$ cat config.mk
export PLATFORM = sky130hd
export DESIGN_NAME = mem_access_top
export DESIGN_NICKNAME = d
export VERILOG_FILES = /design/src/mem_access_pkg.sv /design/src/xlate_if.sv /design/src/addr_translate.sv /design/src/exc_detect.sv /design/src/store_align.sv /design/src/load_align.sv /design/src/ll_link.sv /design/src/access_fsm.sv /design/src/mem_access_top.sv
export VERILOG_INCLUDE_DIRS = /design/src /design/src/src
export SDC_FILE = /design/constraint.sdc
export NUM_CORES = 1
export LEC_CHECK = 0
export BUFFER_PORTS_ARGS = -buffer_cell sky130_fd_sc_hd__buf_2
export CORE_MARGIN = 3
export CORE_UTILIZATION = 30
export CTS_CLUSTER_DIAMETER = 150
export CTS_CLUSTER_SIZE = 24
export DETAILED_ROUTE_END_ITERATION = 6
export PLACE_DENSITY_LB_ADDON = 0.3
export SLEW_MARGIN = 20
export SYNTH_ARGS = -nofsm -noshare
export SYNTH_HDL_FRONTEND = slang
export SYNTH_HIERARCHICAL = 1
export SYNTH_SLANG_ARGS = --single-unit
$ cat constraint.sdc
create_clock -name clk -period 3.8 [get_ports clk]
set_clock_uncertainty 0.1 [all_clocks]
set_input_delay 0 -clock clk [delete_from_list [all_inputs] [get_ports clk]]
set_output_delay 0 -clock clk [all_outputs]
set_load 0.02 [all_outputs]
$ cat src/mem_access_params.svh
`ifndef MEM_ACCESS_PARAMS_SVH
`define MEM_ACCESS_PARAMS_SVH

// data path and page geometry
`define MA_WORD_W       32
`define MA_PFN_W        20
`define MA_PAGE_OFS_W   12

`define MA_CATTR_CACHED 3'd3    // cacheable, noncoherent

// unmapped segments, vaddr[31:29]
`define MA_SEG_KSEG0    3'b100
`define MA_SEG_KSEG1    3'b101

// stores first, so op <= SC means a store
`define MA_OP_SB        4'd0
`define MA_OP_SH        4'd1
`define MA_OP_SW        4'd2
`define MA_OP_SWL       4'd3
`define MA_OP_SWR       4'd4
`define MA_OP_SC        4'd5
`define MA_OP_LB        4'd6
`define MA_OP_LBU       4'd7
`define MA_OP_LH        4'd8
`define MA_OP_LHU       4'd9
`define MA_OP_LW        4'd10
`define MA_OP_LL        4'd11

// cause register exception codes
`define MA_EXC_MOD      5'd1
`define MA_EXC_TLBL     5'd2
`define MA_EXC_TLBS     5'd3
`define MA_EXC_ADEL     5'd4
`define MA_EXC_ADES     5'd5

`define MA_FSM_STATES   5

`endif

$ cat src/mem_access_pkg.sv
`include "mem_access_params.svh"

package mem_access_pkg;

    typedef logic [`MA_WORD_W-1:0]                  word_t;
    typedef logic [`MA_WORD_W-1:0]                  vaddr_t;
    typedef logic [`MA_WORD_W-1:0]                  paddr_t;
    typedef logic [`MA_PFN_W-1:0]                   pfn_t;
    typedef logic [`MA_WORD_W-`MA_PAGE_OFS_W-1:0]   vpn_t;

    typedef logic [2:0]                             cattr_t;     // tlb C field
    typedef logic [`MA_WORD_W/8-1:0]                strb_t;      // one bit per byte lane
    typedef logic [3:0]                             mem_op_t;
    typedef logic [4:0]                             exc_code_t;

    // 0 byte, 1 half, 2 word
    typedef logic [1:0]                             bus_size_t;

    // one request in flight at a time
    typedef enum logic [$clog2(`MA_FSM_STATES)-1:0] {
        IDLE,
        LOOKUP,
        BUS_REQ,
        BUS_WAIT,
        RESP
    } fsm_state_t;

endpackage

$ cat src/xlate_if.sv
`timescale 1ns/1ps

interface xlate_if
    import mem_access_pkg::*;
();
    paddr_t paddr;          // physical address of the access
    logic   cached;
    logic   mapped;         // address goes through the tlb
    logic   tlb_refill;     // no matching entry
    logic   tlb_invalid;    // entry found, V clear
    logic   tlb_mod;        // store to a clean page

    modport producer (
        output paddr,
        output cached,
        output mapped,
        output tlb_refill,
        output tlb_invalid,
        output tlb_mod
    );

    modport consumer (
        input paddr,
        input cached,
        input mapped,
        input tlb_refill,
        input tlb_invalid,
        input tlb_mod
    );

endinterface

$ cat src/addr_translate.sv
`timescale 1ns/1ps
`include "mem_access_params.svh"

module addr_translate
    import mem_access_pkg::*;
(
    input  vaddr_t    vaddr,
    input  logic      tlb_found,
    input  logic      tlb_valid,
    input  logic      tlb_dirty,
    input  pfn_t      tlb_pfn,
    input  cattr_t    tlb_cattr,
    input  cattr_t    k0_cattr,
    input  logic      is_store,
    xlate_if.producer xl
);
    logic [2:0] seg;
    logic       in_kseg0;
    logic       in_kseg1;
    logic       mapped;

    assign seg      = vaddr[31:29];
    assign in_kseg0 = (seg == `MA_SEG_KSEG0);
    assign in_kseg1 = (seg == `MA_SEG_KSEG1);

    // same as !vaddr[31] || vaddr[31:30] == 2'b11
    assign mapped    = !(in_kseg0 || in_kseg1);
    assign xl.mapped = mapped;

    // kseg0/kseg1 just drop the segment bits
    assign xl.paddr = mapped ? {tlb_pfn, vaddr[`MA_PAGE_OFS_W-1:0]}
                             : {3'b000, vaddr[28:0]};

    always_comb begin
        if (in_kseg1)
            xl.cached = 1'b0;   // kseg1 is always uncached
        else if (in_kseg0)
            xl.cached = (k0_cattr == `MA_CATTR_CACHED);
        else
            xl.cached = (tlb_cattr == `MA_CATTR_CACHED);
    end

    // fault kinds, only meaningful for mapped space
    assign xl.tlb_refill  = mapped && !tlb_found;
    assign xl.tlb_invalid = mapped && tlb_found && !tlb_valid;
    assign xl.tlb_mod     = mapped && tlb_found && tlb_valid && is_store && !tlb_dirty;

endmodule

$ cat src/exc_detect.sv
`timescale 1ns/1ps
`include "mem_access_params.svh"

module exc_detect
    import mem_access_pkg::*;
(
    input  mem_op_t   op,
    input  vaddr_t    vaddr,
    xlate_if.consumer xl,
    output logic      exc,
    output exc_code_t exc_code,
    output logic      tlb_refill,
    output vaddr_t    badvaddr
);
    logic is_store;
    logic half_mis;     // odd address
    logic word_mis;
    logic adel;
    logic ades;
    logic tlb_miss;

    assign is_store = (op <= `MA_OP_SC);
    assign half_mis = vaddr[0];
    assign word_mis = (vaddr[1:0] != 2'b00);

    assign adel = ((op == `MA_OP_LH || op == `MA_OP_LHU) && half_mis) ||
                  ((op == `MA_OP_LW || op == `MA_OP_LL) && word_mis);

    // swl/swr accept any byte address
    assign ades = (op == `MA_OP_SH && half_mis) ||
                  ((op == `MA_OP_SW || op == `MA_OP_SC) && word_mis);

    assign tlb_miss = xl.mapped && (xl.tlb_refill || xl.tlb_invalid);

    // address errors win over tlb faults
    always_comb begin
        exc      = 1'b1;
        exc_code = '0;
        if (adel)
            exc_code = `MA_EXC_ADEL;
        else if (ades)
            exc_code = `MA_EXC_ADES;
        else if (tlb_miss)
            exc_code = is_store ? `MA_EXC_TLBS : `MA_EXC_TLBL;
        else if (xl.tlb_mod)
            exc_code = `MA_EXC_MOD;
        else
            exc = 1'b0;
    end

    // refill takes the dedicated vector, unless an address error came first
    assign tlb_refill = xl.tlb_refill && !adel && !ades;
    assign badvaddr   = exc ? vaddr : '0;

endmodule

$ cat src/store_align.sv
`timescale 1ns/1ps
`include "mem_access_params.svh"

module store_align
    import mem_access_pkg::*;
(
    input  mem_op_t    op,
    input  logic [1:0] paddr_low,
    input  word_t      rt,
    output strb_t      wstrb,
    output word_t      wdata,
    output bus_size_t  size
);
    always_comb begin
        case (op)
            `MA_OP_SB:             wstrb = 4'b0001 << paddr_low;
            `MA_OP_SH:             wstrb = paddr_low[1] ? 4'b1100 : 4'b0011;
            `MA_OP_SWL:            wstrb = 4'b1111 >> (~paddr_low);   // fills toward byte 0
            `MA_OP_SWR:            wstrb = 4'b1111 << paddr_low;      // fills toward byte 3
            `MA_OP_SW, `MA_OP_SC:  wstrb = 4'b1111;
            default:               wstrb = 4'b0000;                   // loads
        endcase
    end

    // lane placement, replicated where the strobe picks the lane
    always_comb begin
        case (op)
            `MA_OP_SB: wdata = {4{rt[7:0]}};
            `MA_OP_SH: wdata = {2{rt[15:0]}};
            `MA_OP_SWL: begin
                case (paddr_low)
                    2'b00:   wdata = {4{rt[31:24]}};
                    2'b01:   wdata = {2{rt[31:16]}};
                    2'b10:   wdata = {8'd0, rt[31:8]};
                    default: wdata = rt;
                endcase
            end
            `MA_OP_SWR: begin
                case (paddr_low)
                    2'b00:   wdata = rt;
                    2'b01:   wdata = {rt[23:0], 8'd0};
                    2'b10:   wdata = {2{rt[15:0]}};
                    default: wdata = {4{rt[7:0]}};
                endcase
            end
            default: wdata = rt;
        endcase
    end

    always_comb begin
        case (op)
            `MA_OP_SB, `MA_OP_LB, `MA_OP_LBU: size = 2'd0;
            `MA_OP_SH, `MA_OP_LH, `MA_OP_LHU: size = 2'd1;
            default:                          size = 2'd2;   // swl/swr are word sized too
        endcase
    end

endmodule

$ cat src/load_align.sv
`timescale 1ns/1ps
`include "mem_access_params.svh"

module load_align
    import mem_access_pkg::*;
(
    input  mem_op_t    op,
    input  logic [1:0] addr_low,
    input  word_t      rdata_raw,
    output word_t      rdata
);
    logic [7:0]  byte_sel;
    logic [15:0] half_sel;

    // bus returns the whole word, pick the addressed lane
    assign byte_sel = rdata_raw[{addr_low, 3'b000} +: 8];
    assign half_sel = addr_low[1] ? rdata_raw[31:16] : rdata_raw[15:0];

    always_comb begin
        case (op)
            `MA_OP_LB:  rdata = {{24{byte_sel[7]}}, byte_sel};
            `MA_OP_LBU: rdata = {24'd0, byte_sel};
            `MA_OP_LH:  rdata = {{16{half_sel[15]}}, half_sel};
            `MA_OP_LHU: rdata = {16'd0, half_sel};
            default:    rdata = rdata_raw;     // lw, ll
        endcase
    end

endmodule

$ cat src/ll_link.sv
`timescale 1ns/1ps

module ll_link
    import mem_access_pkg::*;
(
    input  logic   clk,
    input  logic   rst_n,
    input  logic   link_set,
    input  logic   link_clear,
    input  vaddr_t vaddr,
    output logic   sc_ok
);
    logic   link_bit;
    vaddr_t link_addr;   // virtual address of the last ll

    always_ff @(posedge clk) begin
        if (!rst_n || link_clear) begin
            link_bit  <= 1'b0;
            link_addr <= '0;
        end else if (link_set) begin
            link_bit  <= 1'b1;
            link_addr <= vaddr;
        end
    end

    // sc leaves the link alone
    assign sc_ok = link_bit && (link_addr == vaddr);

endmodule

$ cat src/access_fsm.sv
`timescale 1ns/1ps
`include "mem_access_params.svh"

module access_fsm
    import mem_access_pkg::*;
(
    input  logic       clk,
    input  logic       rst_n,
    input  logic       req_valid,
    output logic       req_ready,
    input  mem_op_t    req_op,
    input  vaddr_t     req_vaddr,
    input  word_t      req_rt,
    xlate_if.consumer  xl,
    input  logic       exc,
    input  logic       sc_ok,
    output logic       link_set,
    output logic       link_clear,
    output mem_op_t    cur_op,
    output vaddr_t     cur_vaddr,
    output word_t      cur_rt,
    output logic       bus_req,
    input  logic       bus_addr_ok,
    input  logic       bus_data_ok,
    input  word_t      bus_rdata,
    output word_t      rdata_raw,
    output logic       resp_valid,
    input  logic       resp_ready,
    output logic       resp_exc,
    output logic [1:0] resp_data_sel
);
    fsm_state_t state;
    fsm_state_t state_nxt;
    logic       is_load;
    logic       is_sc;
    logic       fault;
    logic       skip_bus;
    logic       sc_pass;    // sc outcome seen in LOOKUP

    assign is_load = (cur_op >= `MA_OP_LB);
    assign is_sc   = (cur_op == `MA_OP_SC);

    // tlb fault kinds also keep the access off the bus
    assign fault    = exc || xl.tlb_refill || xl.tlb_invalid || xl.tlb_mod;
    assign skip_bus = fault || (is_sc && !sc_ok);

    assign req_ready  = (state == IDLE);
    assign bus_req    = (state == BUS_REQ);
    assign resp_valid = (state == RESP);
    assign link_set   = (state == LOOKUP) && !fault && (cur_op == `MA_OP_LL);
    assign link_clear = (state == LOOKUP) && fault;

    always_comb begin
        state_nxt = state;
        case (state)
            IDLE: begin
                if (req_valid)
                    state_nxt = LOOKUP;
            end
            LOOKUP: begin
                state_nxt = skip_bus ? RESP : BUS_REQ;   // always one cycle
            end
            BUS_REQ: begin
                if (bus_addr_ok)
                    state_nxt = BUS_WAIT;
            end
            BUS_WAIT: begin
                if (bus_data_ok)
                    state_nxt = RESP;
            end
            RESP: begin
                if (resp_ready)
                    state_nxt = IDLE;
            end
            default: state_nxt = IDLE;
        endcase
    end

    always_ff @(posedge clk) begin
        if (!rst_n)
            state <= IDLE;
        else
            state <= state_nxt;
    end

    // request held until the response leaves
    always_ff @(posedge clk) begin
        if (req_valid && req_ready) begin
            cur_op    <= req_op;
            cur_vaddr <= req_vaddr;
            cur_rt    <= req_rt;
        end
    end

    always_ff @(posedge clk) begin
        if (state == BUS_WAIT && bus_data_ok)
            rdata_raw <= bus_rdata;
    end

    always_ff @(posedge clk) begin
        if (!rst_n) begin
            resp_exc <= 1'b0;
            sc_pass  <= 1'b0;
        end else if (state == LOOKUP) begin
            resp_exc <= fault;
            sc_pass  <= is_sc && sc_ok && !fault;
        end
    end

    // [1] selects load data, [0] is the sc result bit
    assign resp_data_sel = {is_load && !resp_exc, sc_pass};

endmodule

$ cat src/mem_access_top.sv
`timescale 1ns/1ps
`include "mem_access_params.svh"

module mem_access_top
    import mem_access_pkg::*;
(
    input  logic      clk,
    input  logic      rst_n,
    // request
    input  logic      req_valid,
    output logic      req_ready,
    input  mem_op_t   req_op,
    input  vaddr_t    req_vaddr,
    input  word_t     req_rt,
    // tlb lookup, answered in the same cycle
    output vpn_t      tlb_vpn,
    input  logic      tlb_found,
    input  logic      tlb_valid,
    input  logic      tlb_dirty,
    input  pfn_t      tlb_pfn,
    input  cattr_t    tlb_cattr,
    input  cattr_t    k0_cattr,
    // memory bus
    output logic      bus_req,
    output logic      bus_wr,
    output paddr_t    bus_addr,
    output bus_size_t bus_size,
    output strb_t     bus_wstrb,
    output word_t     bus_wdata,
    output logic      bus_cached,
    input  logic      bus_addr_ok,
    input  logic      bus_data_ok,
    input  word_t     bus_rdata,
    // response
    output logic      resp_valid,
    input  logic      resp_ready,
    output logic      resp_exc,
    output exc_code_t resp_exc_code,
    output logic      resp_tlb_refill,
    output vaddr_t    resp_badvaddr,
    output word_t     resp_rdata
);
    xlate_if xl_i ();

    mem_op_t    cur_op;
    vaddr_t     cur_vaddr;
    word_t      cur_rt;
    word_t      rdata_raw;
    word_t      load_data;
    logic       is_store;
    logic       exc;
    logic       sc_ok;
    logic       link_set;
    logic       link_clear;
    logic [1:0] resp_data_sel;

    assign tlb_vpn    = cur_vaddr[`MA_WORD_W-1:`MA_PAGE_OFS_W];
    assign is_store   = (cur_op <= `MA_OP_SC);
    assign bus_wr     = is_store;
    assign bus_addr   = xl_i.paddr;
    assign bus_cached = xl_i.cached;

    // sc reports 1/0, stores and faults return zero
    assign resp_rdata = resp_data_sel[1] ? load_data
                                         : {{(`MA_WORD_W-1){1'b0}}, resp_data_sel[0]};

    addr_translate u_xlate (
        .vaddr     (cur_vaddr),
        .tlb_found (tlb_found),
        .tlb_valid (tlb_valid),
        .tlb_dirty (tlb_dirty),
        .tlb_pfn   (tlb_pfn),
        .tlb_cattr (tlb_cattr),
        .k0_cattr  (k0_cattr),
        .is_store  (is_store),
        .xl        (xl_i.producer)
    );

    exc_detect u_exc (
        .op         (cur_op),
        .vaddr      (cur_vaddr),
        .xl         (xl_i.consumer),
        .exc        (exc),
        .exc_code   (resp_exc_code),
        .tlb_refill (resp_tlb_refill),
        .badvaddr   (resp_badvaddr)
    );

    store_align u_store (
        .op        (cur_op),
        .paddr_low (xl_i.paddr[1:0]),
        .rt        (cur_rt),
        .wstrb     (bus_wstrb),
        .wdata     (bus_wdata),
        .size      (bus_size)
    );

    load_align u_load (
        .op        (cur_op),
        .addr_low  (cur_vaddr[1:0]),
        .rdata_raw (rdata_raw),
        .rdata     (load_data)
    );

    ll_link u_link (
        .clk        (clk),
        .rst_n      (rst_n),
        .link_set   (link_set),
        .link_clear (link_clear),
        .vaddr      (cur_vaddr),
        .sc_ok      (sc_ok)
    );

    access_fsm u_fsm (
        .clk           (clk),
        .rst_n         (rst_n),
        .req_valid     (req_valid),
        .req_ready     (req_ready),
        .req_op        (req_op),
        .req_vaddr     (req_vaddr),
        .req_rt        (req_rt),
        .xl            (xl_i.consumer),
        .exc           (exc),
        .sc_ok         (sc_ok),
        .link_set      (link_set),
        .link_clear    (link_clear),
        .cur_op        (cur_op),
        .cur_vaddr     (cur_vaddr),
        .cur_rt        (cur_rt),
        .bus_req       (bus_req),
        .bus_addr_ok   (bus_addr_ok),
        .bus_data_ok   (bus_data_ok),
        .bus_rdata     (bus_rdata),
        .rdata_raw     (rdata_raw),
        .resp_valid    (resp_valid),
        .resp_ready    (resp_ready),
        .resp_exc      (resp_exc),
        .resp_data_sel (resp_data_sel)
    );

endmodule

==> qor.txt <==
PLACEMENT
----------------------------------------------------------------------------------------------------
Half-perimeter wire length of the detailed placement result                                 18200 um
RePlAce Congestion                                                                             0.805
IO buf count                                                                                     298
Total instance count after detailed placement                                                   1321

STA
----------------------------------------------------------------------------------------------------
Final number of setup-violating endpoints                                                          0
Pins Over Slew Limit                                                                               0
Final hold vios                                                                                    0
Worst rel slew slack                                                                           0.314
Fmax                                                                                         295 MHz
Slew of the pin with the lowest slew margin                                                  1.03 ns
Total Negative Setup Slacks                                                                     0 ns
Ratio of final minimum period to clock period                                                  0.893
Time the worst path needs with I/O delays and setup                                          3.39 ns
RSZ-0062 raised after global routing                                                              no

FINISH
----------------------------------------------------------------------------------------------------
Filler cell count                                                                               2566
Post-layout net count                                                                           1238
Storage element area                                                                    0.00376 mm^2
Area of the multi-input gates                                                           0.00406 mm^2
# diodes                                                                                           0
Layout Cells excl Fill                                                                          1457
Synth-to-Final Area Change                                                                     40.7%
Fraction of layout instances using a drive strength above 1                                    0.401

YOSYS
----------------------------------------------------------------------------------------------------
Most instantiated flip-flop cell in the synthesis netlist                               sky130_fd_sc_hd__edfxtp_1
Synthesis warning total                                                                            6
Library cell occupying the most area in the post-synthesis netlist                      sky130_fd_sc_hd__edfxtp_1
Average footprint of a synthesized cell                                                    11.4 um^2
Netlist area before placement                                                           0.00825 mm^2
Proportion of synthesized chip area in sequential cells                                        0.456
Post-Syn Instances                                                                               726
Async SR Flop Fraction                                                                             0
Number of flops mapped to enable cells by yosys                                                  100
Synth cell types                                                                                  76
Yosys reg bits                                                                                   138
Most instantiated cells after synthesis                                                 sky130_fd_sc_hd__edfxtp_1, sky130_fd_sc_hd__nor2_1, sky130_fd_sc_hd__mux2i_1
Top-count cell post-synth                                                               sky130_fd_sc_hd__edfxtp_1
Post-synth top area share                                                                      0.364
Largest cells by area after synthesis                                                   sky130_fd_sc_hd__edfxtp_1, sky130_fd_sc_hd__dfxtp_1, sky130_fd_sc_hd__mux2i_1

CLOCK TREE
----------------------------------------------------------------------------------------------------
TritonCTS Buffers                                                                                 17
Deepest clock path buffer count                                                                    2
Number of post-CTS setup repair buffers                                                            0
Number of levels the H-tree was split into                                                         4
Post-cts hold buffer count                                                                       104
Root Buffer                                                                             sky130_fd_sc_hd__clkbuf_16
Clock-pin slew reported for the worst setup and hold paths after clock tree synthesis        0.06 ns
Number of cells upsized or downsized after cts                                                     0
Skew-Pair Late Insertion Delay                                                               0.43 ns
CTS tree                                                                                         yes
Clock sink count                                                                                 138

GLOBAL ROUTING
----------------------------------------------------------------------------------------------------
Vias in the first global route                                                                  7288
Aggregate global routing overflow                                                                  0
Pin count of the biggest net entering global routing                                              69
Overall global routing resource usage                                                          0.178
Antenna violations before repair                                                                   1
First-pass GRT wire length                                                                  40700 um

FLOORPLANNING
----------------------------------------------------------------------------------------------------
Chip Height                                                                                   172 um
I/O pin count                                                                                    301
Die Width                                                                                     172 um
Num rows                                                                                          60
Starting density of the core                                                                   0.306
Std-Cell Core Area                                                                       0.0270 mm^2
Total Die Area                                                                           0.0295 mm^2

WORST SETUP PATH
----------------------------------------------------------------------------------------------------
Arrival time of the worst setup path                                                         3.29 ns
Register-to-register setup slack                                                             0.59 ns
Cell family contributing the most delay on the critical path                            simple AND/OR/NAND/NOR gates
WS Path Type                                                                            flop to output port
Required arrival time at the worst endpoint                                                  3.70 ns
Buffers & Inverters on Critical Path                                                               2
Slowest-stage cell, CP                                                                  sky130_fd_sc_hd__or3_1
Worst setup EP type                                                                      output port
Cell-by-cell trace of the critical path                                                 buf_4 -> or3b_1 -> or3_1 -> nand3_1 -> and2_2 -> buf_2
Max Fanout on Critical Path                                                                       21
Startpoint kind of the worst setup timing path                                                  flop
Max stage delay on crit path                                                                 0.80 ns

POWER AND IR DROP
----------------------------------------------------------------------------------------------------
Total power density per cell area                                                        442 mW/mm^2
Leak pwr                                                                                     4.94 nW
Worst-case vdd ir drop                                                                      0.277 mV

ROUTING
----------------------------------------------------------------------------------------------------
DRC violation count after routing                                                                  0
Number of optimization iterations in the first detailed-route pass                                 5
Post-DR wirelength/cell                                                                      18.5 um
Post-detailed-route count of antenna-violating nets                                                0
Initial DRC Count                                                                                506
Routed WL                                                                                   27000 um
Overall via count from detail_route                                                             7336
Mean number of vias per cell                                                                    5.04

FLOW RUN
----------------------------------------------------------------------------------------------------
Max-cap check violation count                                                                      0

OUTCOME
----------------------------------------------------------------------------------------------------
Run status                                                                              finished, final reports clean

MIN PATH
----------------------------------------------------------------------------------------------------
Path type of the worst min-delay path                                                   input pin to flop

-- worst reg2reg max path: cells and delay by family, from the launching register on --
kind | cells | cell delay, ns
simple gates | 8 | 1.45
flops | 1 | 0.49
buf+inv | 1 | 0.48
mux | 1 | 0.29
compound gates | 1 | 0.26
-- final cells by class --
cell class | instances | share of cell area
Tap cell | 341 | 0.0368
Inverter | 9 | 0.00291
Clock buffer | 19 | 0.0382
Timing Repair Buffer | 421 | 0.231
Sequential cell | 138 | 0.324
Clock inverter | 13 | 0.0177
Multi-Input combinational cell | 516 | 0.350
-- state kept, by name (all words and copies together) (netlist names) --
signal / count
u_fsm/sc_pass: 1
u_fsm/cur_op: 4
u_fsm/cur_rt: 32
u_link/link_addr: 32
u_fsm/cur_vaddr: 32
u_fsm/resp_exc: 1
u_link/link_bit: 1
u_fsm/state: 3
u_fsm/rdata_raw: 32
-- stage by stage --
stage          utilization  setup slack (ns)  hold WS (ns)  instance area, um^2  power, mW
6_report             0.431             0.408        0.0478                11600       5.13
5_1_grt              0.431             0.226         0.106                11600       5.38
4_1_cts              0.431             0.403        0.0175                11600       5.20
3_5_place_dp         0.368             0.571        0.0781                 9920       3.22
3_3_place_gp         0.368             0.683        0.0767                 9920       3.22
2_1_floorplan            -             0.577      -0.00113                 8250       2.77
-- cell usage in the layout, fill, tap and decap left out, types with 6 or more instances in the layout --
cell                            instances
sky130_fd_sc_hd__mux2_1                 6
sky130_fd_sc_hd__o22ai_1                7
sky130_fd_sc_hd__a22o_1                 9
sky130_fd_sc_hd__o21ai_1                9
sky130_fd_sc_hd__nor4_1                 7
sky130_fd_sc_hd__nor2_1                55
sky130_fd_sc_hd__a221o_1               20
sky130_fd_sc_hd__a211oi_1               9
sky130_fd_sc_hd__o211ai_1              12
sky130_fd_sc_hd__clkbuf_16             17
sky130_fd_sc_hd__edfxtp_1             100
sky130_fd_sc_hd__xor2_1                31
sky130_fd_sc_hd__nand2b_1              15
sky130_fd_sc_hd__a21boi_2              11
sky130_fd_sc_hd__nand2_1               26
sky130_fd_sc_hd__mux2_4                12
sky130_fd_sc_hd__a22oi_1                8
sky130_fd_sc_hd__dfxtp_1               38
sky130_fd_sc_hd__nor2b_1               17
sky130_fd_sc_hd__nand3_1               34
sky130_fd_sc_hd__buf_2                298
sky130_fd_sc_hd__mux2i_1               52
sky130_fd_sc_hd__a21oi_1               15
sky130_fd_sc_hd__inv_1                  6
sky130_fd_sc_hd__dlygate4sd3_1        104
sky130_fd_sc_hd__and2_2                31
sky130_fd_sc_hd__buf_4                 19
sky130_fd_sc_hd__a211o_1                8
sky130_fd_sc_hd__nand4_1                9
sky130_fd_sc_hd__mux4_2                 9
sky130_fd_sc_hd__a21boi_1              18
sky130_fd_sc_hd__nand3_2               10
sky130_fd_sc_hd__mux2_2                 8
-- kinds of logic after synthesis --
| group | Yosys count | synth area share |
|---|---|---|
| AND/OR/NAND/NOR | 243 | 0.178 |
| AO/OA/AOI/OAI | 152 | 0.148 |
| flip-flops | 138 | 0.456 |
| multiplexers | 87 | 0.129 |
| buffers and inverters | 73 | 0.0542 |
| XOR/XNOR | 32 | 0.0340 |
| other | 1 | 0.000455 |
-- power breakdown --
| part | internal [mW] | leakage, nW | switching (mW) |
|---|---|---|---|
| combinational | 0.583 | 3.38 | 0.843 |
| clock | 1.14 | 0.315 | 0.720 |
| sequential | 1.72 | 1.24 | 0.116 |
| total | 3.45 | 4.94 | 1.68 |
-- path summary, 6_finish.rpt --
check                                                    from                           endpoint  cells after the start
worst max-delay path                u_fsm/cur_op[3]$_DFFE_PP_                     resp_rdata[24]                      6
worst min-delay path                                req_valid        u_fsm/state[0]$_SDFFE_PN0P_                      4
worst max register to register  u_fsm/cur_vaddr[30]$_DFFE_PP_  u_link/link_addr[10]$_SDFFE_PP0P_                     11
worst min register to register   u_link/link_bit$_SDFFE_PP0P_       u_link/link_bit$_SDFFE_PP0P_                      2
-- routing by layer --
metal  vias up  wire length [um]  GRT usage
met1      3509             11700      0.225
met3        41              1420     0.0349
met4         2               599     0.0573
met5         -                18          0
li1       3482                 -          -
met2       302             13200      0.305
(Power assumes the default switching activity.)
